===== src/hw/video_config.svh =====
// Screen geometry and layer count for the video output stage.
// Include wherever the counters, the layer loop or the palette depth are sized.

`ifndef VIDEO_CONFIG_SVH
`define VIDEO_CONFIG_SVH

// Tile layers stacked in front of the backdrop
// At most 4, the colour code holds a 2-bit layer index
`define NUM_LAYERS 3

// Horizontal timing in pixels
`define H_ACTIVE 64
`define H_TOTAL 80

// Vertical timing in lines
`define V_ACTIVE 16
`define V_TOTAL 20

// Palette RAM address width, two bytes per colour code
`define PAL_ADDR_W 8

`endif


===== src/hw/video_pkg.sv =====
// Shared types for the video output stage.
// Modules pull these in with a wildcard import in their header.

`include "video_config.svh"

package video_pkg;

    // Beam position
    typedef logic [7:0] hpos_t;
    typedef logic [7:0] vpos_t;

    // Layer index in bits 6:5, tile pattern in bits 4:0
    typedef logic [6:0] pxl_code_t;

    // Palette byte address
    typedef logic [`PAL_ADDR_W-1:0] pal_addr_t;

    // Full CPU address, bit 8 selects the scroll registers
    typedef logic [8:0] cpu_addr_t;

    typedef logic [7:0] byte_t;

    // Blue over green over red
    typedef logic [14:0] rgb_t;
    typedef logic [4:0] col5_t;

    // Which palette byte the mixer is reading this clk
    typedef enum logic {
        fetch_low,
        fetch_high
    } phase_t;

endpackage


===== src/hw/video_bus_if.sv =====
// Beam position and pixel strobe shared by the timing generator,
// the tile layers, the priority stage and the colour mixer.

`timescale 1ns/1ps

interface video_bus_if import video_pkg::*; ();

    // High one clk in two
    logic  pxl_cen;
    // Active-low blanking levels
    logic  lhbl;
    logic  lvbl;
    // Beam counters, valid across a whole pixel period
    hpos_t h;
    vpos_t v;

    modport source (
        output pxl_cen, lhbl, lvbl, h, v
    );

    modport sink (
        input pxl_cen, lhbl, lvbl, h, v
    );

endinterface


===== src/hw/video_timing.sv =====
// Video timing generator.
// Divides clk by two for the pixel strobe and runs the beam counters
// and blanking levels that drive the rest of the display pipeline.

`timescale 1ns/1ps
`include "video_config.svh"

module video_timing import video_pkg::*; (
    input  logic        clk,
    input  logic        rst,
    video_bus_if.source vb,
    output logic        pxl_cen_out
);

    logic  cen;
    hpos_t h_cnt;
    vpos_t v_cnt;
    logic  h_last;
    logic  v_last;

    // Toggle divider
    // Low in the first clk after reset, so the first strobe is on the second
    always_ff @(posedge clk) begin
        if (rst) begin
            cen <= 1'b0;
        end else begin
            cen <= ~cen;
        end
    end

    // End of line and end of frame
    assign h_last = (h_cnt == hpos_t'(`H_TOTAL - 1));
    assign v_last = (v_cnt == vpos_t'(`V_TOTAL - 1));

    // Beam counters step only on the strobe
    always_ff @(posedge clk) begin
        if (rst) begin
            h_cnt <= '0;
            v_cnt <= '0;
        end else if (cen) begin
            if (h_last) begin
                h_cnt <= '0;
                // Next line, wrap at the bottom of the frame
                if (v_last) begin
                    v_cnt <= '0;
                end else begin
                    v_cnt <= v_cnt + vpos_t'(1);
                end
            end else begin
                h_cnt <= h_cnt + hpos_t'(1);
            end
        end
    end

    // Shared bus
    assign vb.pxl_cen = cen;
    assign vb.h       = h_cnt;
    assign vb.v       = v_cnt;

    // Blanking is low outside the visible window
    assign vb.lhbl = (h_cnt < hpos_t'(`H_ACTIVE));
    assign vb.lvbl = (v_cnt < vpos_t'(`V_ACTIVE));

    // Strobe copy for the top-level pin
    assign pxl_cen_out = cen;

endmodule


===== src/hw/tile_layer.sv =====
// One horizontally scrolled tile layer.
// Turns the beam position and its own scroll register into a 7-bit
// colour code, one pixel period behind the beam.

`timescale 1ns/1ps

module tile_layer import video_pkg::*; #(
    parameter int LAYER_ID = 0
) (
    input  logic      clk,
    input  logic      rst,
    video_bus_if.sink vb,
    input  logic      scroll_we,
    input  byte_t     scroll_din,
    output pxl_code_t code,
    output logic      opaque
);

    byte_t        scroll_q;
    hpos_t        h_scr;
    logic [4:0]   tile_pat;
    logic [1:0]   layer_idx;

    // CPU scroll register
    // Picked up by the code register at the next strobe
    always_ff @(posedge clk) begin
        if (rst) begin
            scroll_q <= '0;
        end else if (scroll_we) begin
            scroll_q <= scroll_din;
        end
    end

    // Scrolled column, 8-bit add wraps modulo 256
    assign h_scr = vb.h + scroll_q;

    // Tile column mixed with the line number gives the pattern
    assign tile_pat = h_scr[7:3] ^ vb.v[4:0];

    assign layer_idx = 2'(LAYER_ID);

    // Code and transparency registered once per pixel
    always_ff @(posedge clk) begin
        if (rst) begin
            code   <= '0;
            opaque <= 1'b0;
        end else if (vb.pxl_cen) begin
            code   <= {layer_idx, tile_pat};
            // Pattern values with low bits 00 are see-through
            opaque <= |tile_pat[1:0];
        end
    end

endmodule


===== src/hw/layer_priority.sv =====
// Layer priority stage.
// Layer 0 is in front. The first opaque layer code wins, otherwise the
// backdrop code 0 is sent on to the colour mixer.

`timescale 1ns/1ps
`include "video_config.svh"

module layer_priority import video_pkg::*; (
    input  logic                   clk,
    input  logic                   rst,
    video_bus_if.sink              vb,
    input  pxl_code_t              codes [`NUM_LAYERS],
    input  logic [`NUM_LAYERS-1:0] opaque,
    output pxl_code_t              sel_code
);

    pxl_code_t pick;

    // Scan from the back so the lowest opaque index overwrites the rest
    always_comb begin
        pick = '0;
        for (int i = `NUM_LAYERS - 1; i >= 0; i--) begin
            if (opaque[i]) begin
                pick = codes[i];
            end
        end
    end

    // One pixel period through this stage
    always_ff @(posedge clk) begin
        if (rst) begin
            sel_code <= '0;
        end else if (vb.pxl_cen) begin
            sel_code <= pick;
        end
    end

endmodule


===== src/hw/palette_colmix.sv =====
// Colour mixer with CPU palette.
// Looks each pixel code up as two bytes in a 256-byte RAM, assembles the
// 15-bit colour and delays blanking to match. Blanked pixels come out black.

`timescale 1ns/1ps
`include "video_config.svh"

module palette_colmix import video_pkg::*; (
    input  logic      clk,
    input  logic      rst,
    video_bus_if.sink vb,
    input  pxl_code_t sel_code,
    input  pal_addr_t cpu_addr,
    input  byte_t     cpu_dout,
    input  logic      pal_we,
    input  logic      pal_rd,
    output byte_t     pal_dout,
    output col5_t     red,
    output col5_t     green,
    output col5_t     blue,
    output logic      lhbl_dly,
    output logic      lvbl_dly
);

    byte_t     pal_ram [2**`PAL_ADDR_W];
    phase_t    phase;
    pal_addr_t fetch_addr;
    byte_t     fetch_byte;
    byte_t     low_byte;
    rgb_t      col_q;
    logic [2:0] hbl_sr;
    logic [2:0] vbl_sr;
    logic      show;

    // CPU port
    // Writes land at the next clk, reads return one clk after the strobe
    always_ff @(posedge clk) begin
        if (pal_we) begin
            pal_ram[cpu_addr] <= cpu_dout;
        end
        if (pal_rd) begin
            pal_dout <= pal_ram[cpu_addr];
        end
    end

    // Fetch phase follows the strobe
    // Low byte in the clk before the strobe, high byte on the strobe
    always_ff @(posedge clk) begin
        if (rst) begin
            phase <= fetch_low;
        end else if (vb.pxl_cen) begin
            phase <= fetch_low;
        end else begin
            phase <= fetch_high;
        end
    end

    // Pixel port, two bytes per code
    assign fetch_addr = {sel_code, phase == fetch_high};
    assign fetch_byte = pal_ram[fetch_addr];

    // Hold the low byte until the high one arrives
    always_ff @(posedge clk) begin
        if (phase == fetch_low) begin
            low_byte <= fetch_byte;
        end
    end

    // Blanking pipeline, three pixel periods
    // Stage 1 lines up with the code being coloured now
    always_ff @(posedge clk) begin
        if (rst) begin
            hbl_sr <= '0;
            vbl_sr <= '0;
        end else if (vb.pxl_cen) begin
            hbl_sr <= {hbl_sr[1:0], vb.lhbl};
            vbl_sr <= {vbl_sr[1:0], vb.lvbl};
        end
    end

    assign show = hbl_sr[1] & vbl_sr[1];

    // Colour register, black outside the visible window
    // Top bit of the high byte is unused
    always_ff @(posedge clk) begin
        if (rst) begin
            col_q <= '0;
        end else if (vb.pxl_cen) begin
            if (show) begin
                col_q <= {fetch_byte[6:0], low_byte};
            end else begin
                col_q <= '0;
            end
        end
    end

    assign {blue, green, red} = col_q;
    assign lhbl_dly = hbl_sr[2];
    assign lvbl_dly = vbl_sr[2];

endmodule


===== src/hw/video_top.sv =====
// Top level of the video output stage.
// Decodes the 9-bit CPU address into palette and scroll strobes and chains
// timing, tile layers, priority and colour mixer. Three pixel periods of latency.

`timescale 1ns/1ps
`include "video_config.svh"

module video_top import video_pkg::*; (
    input  logic      clk,
    input  logic      rst,
    input  cpu_addr_t cpu_addr,
    input  byte_t     cpu_dout,
    input  logic      cpu_we,
    input  logic      cpu_rd,
    output byte_t     pal_dout,
    output col5_t     red,
    output col5_t     green,
    output col5_t     blue,
    output logic      lhbl_dly,
    output logic      lvbl_dly,
    output logic      pxl_cen
);

    logic                   pal_sel;
    logic                   pal_we;
    logic                   pal_rd;
    logic [`NUM_LAYERS-1:0] scroll_we;
    pxl_code_t              layer_code [`NUM_LAYERS];
    logic [`NUM_LAYERS-1:0] layer_opaque;
    pxl_code_t              sel_code;

    video_bus_if vb ();

    // Lower half of the map is palette, upper half the scroll registers
    assign pal_sel = ~cpu_addr[8];
    assign pal_we  = cpu_we & pal_sel;
    assign pal_rd  = cpu_rd & pal_sel;

    video_timing video_timing_inst (
        .clk         (clk),
        .rst         (rst),
        .vb          (vb.source),
        .pxl_cen_out (pxl_cen)
    );

    // One layer per scroll address 0x100 + k
    for (genvar k = 0; k < `NUM_LAYERS; k++) begin : g_layer
        assign scroll_we[k] = cpu_we & cpu_addr[8] & (cpu_addr[7:0] == 8'(k));

        tile_layer #(
            .LAYER_ID (k)
        ) tile_layer_inst (
            .clk        (clk),
            .rst        (rst),
            .vb         (vb.sink),
            .scroll_we  (scroll_we[k]),
            .scroll_din (cpu_dout),
            .code       (layer_code[k]),
            .opaque     (layer_opaque[k])
        );
    end

    layer_priority layer_priority_inst (
        .clk      (clk),
        .rst      (rst),
        .vb       (vb.sink),
        .codes    (layer_code),
        .opaque   (layer_opaque),
        .sel_code (sel_code)
    );

    palette_colmix palette_colmix_inst (
        .clk      (clk),
        .rst      (rst),
        .vb       (vb.sink),
        .sel_code (sel_code),
        .cpu_addr (pal_addr_t'(cpu_addr[`PAL_ADDR_W-1:0])),
        .cpu_dout (cpu_dout),
        .pal_we   (pal_we),
        .pal_rd   (pal_rd),
        .pal_dout (pal_dout),
        .red      (red),
        .green    (green),
        .blue     (blue),
        .lhbl_dly (lhbl_dly),
        .lvbl_dly (lvbl_dly)
    );

endmodule


===== config.mk =====
export PLATFORM = sky130hd
export DESIGN_NAME = video_top
export DESIGN_NICKNAME = d
export VERILOG_FILES = /design/src/hw/video_pkg.sv /design/src/hw/video_bus_if.sv /design/src/hw/video_timing.sv /design/src/hw/tile_layer.sv /design/src/hw/layer_priority.sv /design/src/hw/palette_colmix.sv /design/src/hw/video_top.sv
export VERILOG_INCLUDE_DIRS = /design/src /design/src/hw
export SDC_FILE = /design/constraint.sdc
export NUM_CORES = 2
export LEC_CHECK = 0
export ABC_AREA = 1
export BUFFER_PORTS_ARGS = -buffer_cell sky130_fd_sc_hd__buf_4
export CAP_MARGIN = 20
export CORE_UTILIZATION = 40
export CTS_CLUSTER_SIZE = 8
export DETAILED_ROUTE_END_ITERATION = 6
export SLEW_MARGIN = 30
export SYNTH_ARGS = -nofsm -noshare
export SYNTH_HDL_FRONTEND = slang
export SYNTH_SLANG_ARGS = --single-unit

===== constraint.sdc =====
create_clock -name clk -period 2 [get_ports clk]
set_clock_uncertainty 0.05 [all_clocks]
set_input_delay 0 -clock clk [delete_from_list [all_inputs] [get_ports clk]]
set_output_delay 0 -clock clk [all_outputs]
set_load 0.005 [all_outputs]

==> results by group <==
STA
  – Final Max Slew Viols: 0
  – Worst hold slack: 0.03718 ns
  – Actual slew at the worst max-slew pin: 0.8432 ns
  – Fin crit share: 129.0%
  – Final Hold Viols: 0
  – Fin crit period: 2.581 ns
  – Final setup violating endpoints: 127
  – Unrepaired setup endpoints after global routing: yes
  – Max transition margin: 43.60%
  – Max Clk Rate: 387.4 MHz
  – Final worst slack: -0.5810 ns

Worst setup path
  – Nature of the critical path endpoint: flip-flop
  – Worst r2r src: video_timing_inst.pxl_cen_out$_SDFF_PP0_
  – Worst R2R End: palette_colmix_inst.low_byte[0]$_DFFE_PN_
  – CP Cell Sequence: buf_12 > inv_16 > bufbuf_16 > nand2_1 > nand3_1 > nand3_1 > nand3_1 > nand3_1 > buf_6 > nand3_1 > nand3_1 > nand3_1 > and2_1
  – Reg2Reg Depth: 13
  – Register-to-Register Setup Slack: -0.58 ns
  – Crit path buf inv count: 4
  – Worst-path maximum fanout: 20
  – Slowest stage delay, CP: 0.37 ns
  – Critical path's top delay family: simple AND/OR/NAND/NOR gates
  – CP Class: flip-flop to flip-flop
  – Critical path arrival: 3.23 ns
  – CP required: 2.65 ns
  – Most frequent CP cell: nand3_1
  – Kind of start point of the critical path: flip-flop
  – Slowest CP cell: dfxtp_4

Drt
  – Post-DRT Antenna Nets: 0
  – WL final: 431300 um
  – Residual DRC: 1
  – Wirelength per Cell: between 20 and 30 um
  – Drt initial violations: approximately 13000
  – DR vias: 90990
  – Vias per cell: between 6 and 7
  – Total iterations of the first detailed-routing run: 7

GRT
  – Largest net degree at the start of global routing: 77
  – GRT Util Overall: ~33%
  – First-pass GRT wire length: 610500 um
  – Antenna violations before repair: 16
  – Number of global-route vias before repair: about 86000
  – GR Overflow Total: 0

Placed design
  – Dpl hpwl: 282900 um
  – Pre-CTS setup slack: -1.049 ns
  – GPL Wtd Cong: 1.006
  – Placed insts: 14110
  – Port bufs: 46

Power and ir drop
  – Total chip power: 107900 uW
  – Worst vdd ir: 0.9043 mV
  – Pwr Density: 826.3 nW/um2
  – LEAKAGE: 0.04901 uW

Min path
  – HP Start: cpu_addr[5]
  – WHS Endpoint: palette_colmix_inst.pal_dout[2]$_DFFE_PP_
  – Hold-critical path depth: 10
  – Hold Path Class: input pin to flip-flop

Clock tree
  – CTS root buf: clkbuf_16
  – CTS clk-pin slew, worst paths: 0.05 ns
  – CTS Buf Count: 320
  – CTS Buffer Depth: 4
  – CTS tree: done
  – # clock sinks: between 2000 and 2500
  – H-tree Lvls: 5
  – Clk_lat worst skew: 1.00 ns

Cells and area
  – Leading cell types in the layout, fill and taps excluded: 2990 x nand2_1, 2064 x edfxtp_1, 1598 x nand3_1, 1122 x buf_4, 980 x a22oi_1
  – FILL cells: 21960
  – Area grow syn2layout: 28.21%
  – Layout cells sized above 1: 21.50%
  – Layout Nets: 11250
  – Post-route insts no fill: 14640
  – Commonest non-fill, non-tap cell in the layout: nand2_1

Run
  – Max-cap violations: 0

Yosys
  – Post-synth EDFFs: 2064
  – Gate Count Post-Synth: between 10000 and 15000
  – Top FF cell, synth: edfxtp_1
  – Post-Syn Nets: 10170
  – Synth cell types: 43
  – Synth warnings: 0
  – Seq/Total Area, Yosys: 62.58%
  – Post-synthesis async set-or-reset flop share: 0%
  – Synth Cell Area: 101800 um2
  – Seq cells post-synth: ~2200
  – Mean Syn Cell Area: 10.05 um2

Floorplanning
  – Initial Util: 40.36%
  – # rows: 184
  – Die height: 506.6 um
  – Total die area: about 260000 um2
  – Core Box Area: 252300 um2
  – Top-level I/O count: 47
  – Die width: 506.6 um

Run status
  – Violated checks: DRC, setup timing
  – Status: complete, but fails checks
## what timing repair did
action | in CTS | in global routing
endpoints found under the hold margin | 2212 | 0
gates resized for setup | 616 | 181
gates cloned | 35 | 13
setup buffers | 42 | 13
endpoints found under the setup margin | 73 | 346
hold buffers | 28 | 0
pin swaps | 174 | 76
## registers in the layout, indices dropped and copies added, names as in the netlist
| name | cells |
|---|---|
| g_layer.tile_layer_inst.code | 16 |
| g_layer.tile_layer_inst.opaque | 3 |
| g_layer.tile_layer_inst.scroll_q | 24 |
| layer_priority_inst.sel_code | 7 |
| palette_colmix_inst.col_q | 15 |
| palette_colmix_inst.hbl_sr | 3 |
| palette_colmix_inst.low_byte | 8 |
| palette_colmix_inst.pal_dout | 8 |
| palette_colmix_inst.pal_ram | 2048 |
| palette_colmix_inst.vbl_sr | 3 |
| video_timing_inst.pxl_cen_out | 1 |
| video_timing_inst.vb.h | 8 |
| video_timing_inst.vb.v | 8 |
## synth_stat cells, types with 2 or more instances
cell type	n	area share (%)
inv_1	81	0.30
inv_2	13	0.048
buf_4	12	0.088
nor2_4	4	0.044
nand3_1	1960	9.6
a21oi_1	136	0.67
o221ai_1	3	0.026
nand2_1	3054	11
nor2_1	470	1.7
or2_0	2	0.012
o21ai_0	185	0.91
buf_2	426	2.1
nor2_2	5	0.031
edfxtp_1	2064	61
o21ai_1	13	0.064
clkbuf_1	273	1.0
ha_1	20	0.25
or2_2	11	0.068
clkinv_1	17	0.063
dfxtp_1	88	1.7
buf_1	70	0.26
o21a_1	3	0.022
a22o_1	8	0.069
and2_1	7	0.043
buf_6	4	0.044
nor3_1	17	0.084
xnor2_1	7	0.060
o22ai_1	56	0.34
or2_1	11	0.068
a22oi_1	1024	7.5
o211ai_1	3	0.022
xor2_1	8	0.069
nand4_1	63	0.39
nor3b_1	4	0.029
o31ai_1	3	0.022
## worst max-delay path by stage
stage | start | endpoint | slack [ns] | depth (start not counted)
4_1_cts | video_timing_inst.pxl_cen_out$_SDFF_PP0_ | palette_colmix_inst.low_byte[1]$_DFFE_PN_ | -0.47 | 14
2_1_floorplan | cpu_addr[0] | palette_colmix_inst.pal_ram[105][0]$_DFFE_PP_ | 0.08 | 8
5_1_grt | video_timing_inst.pxl_cen_out$_SDFF_PP0_ | palette_colmix_inst.low_byte[6]$_DFFE_PN_ | -0.57 | 15
6_report | video_timing_inst.pxl_cen_out$_SDFF_PP0_ | palette_colmix_inst.low_byte[0]$_DFFE_PN_ | -0.58 | 13
3_3_place_gp | cpu_addr[0] | palette_colmix_inst.pal_dout[2]$_DFFE_PP_ | -1.07 | 16
3_5_place_dp | cpu_addr[0] | palette_colmix_inst.pal_dout[2]$_DFFE_PP_ | -1.05 | 16
## where the power goes
part / switching (uW) / internal, uW
logic: 6620 / 3520
registers: 93.1 / 49500
clock network: 19200 / 29000
total: 25900 / 82000
## logic make-up after synthesis
logic type	Yosys count	synth area share [%]
fa+ha+maj	20	0.2457
compound gates	1438	9.726
simple gates	5612	23.42
flops	2152	62.58
buf+inv	896	3.899
xor+xnor	15	0.1290
## layout make-up
cell class                      count  area [um2]  share of cell area (%)
Antenna cell                       10       25.02                 0.01916
Clock buffer                      392        8426                   6.453
Clock inverter                      6       67.56                 0.05174
Inverter                          111       476.7                  0.3651
Multi-Input combinational cell   7085       37200                   28.49
Sequential cell                  2152       63770                   48.83
Tap cell                         3348        4189                   3.208
Timing Repair Buffer             1533       16360                   12.53
Timing Repair inverter              4       68.82                 0.05270
## tightest hold or removal path: cells and delay by family
kind / cells / cell delay (ns)
buffers and inverters: 4 / 0.50
and+or+nand+nor: 6 / 0.40
## layer usage
metal | GRT usage (%) | up-vias | wire, um
met1 | 42.34 | 44100 | 159000
li1 | - | 38780 | -
met5 | 0 | - | 98
met3 | 7.871 | 1312 | 53950
met4 | 19.81 | 16 | 29990
met2 | 49.23 | 6779 | 188300
## metrics by stage
stage	area, um2	setup TNS (ns)	utilization (%)
global placement	116500	-948.66	46.16
detailed placement	116500	-940.02	46.16
CTS	129400	-22.60	51.27
finish	130600	-12.53	51.75
floorplan	101800	0	-
global route	130600	-13.35	51.74
Power figures use the tool's default switching activity.
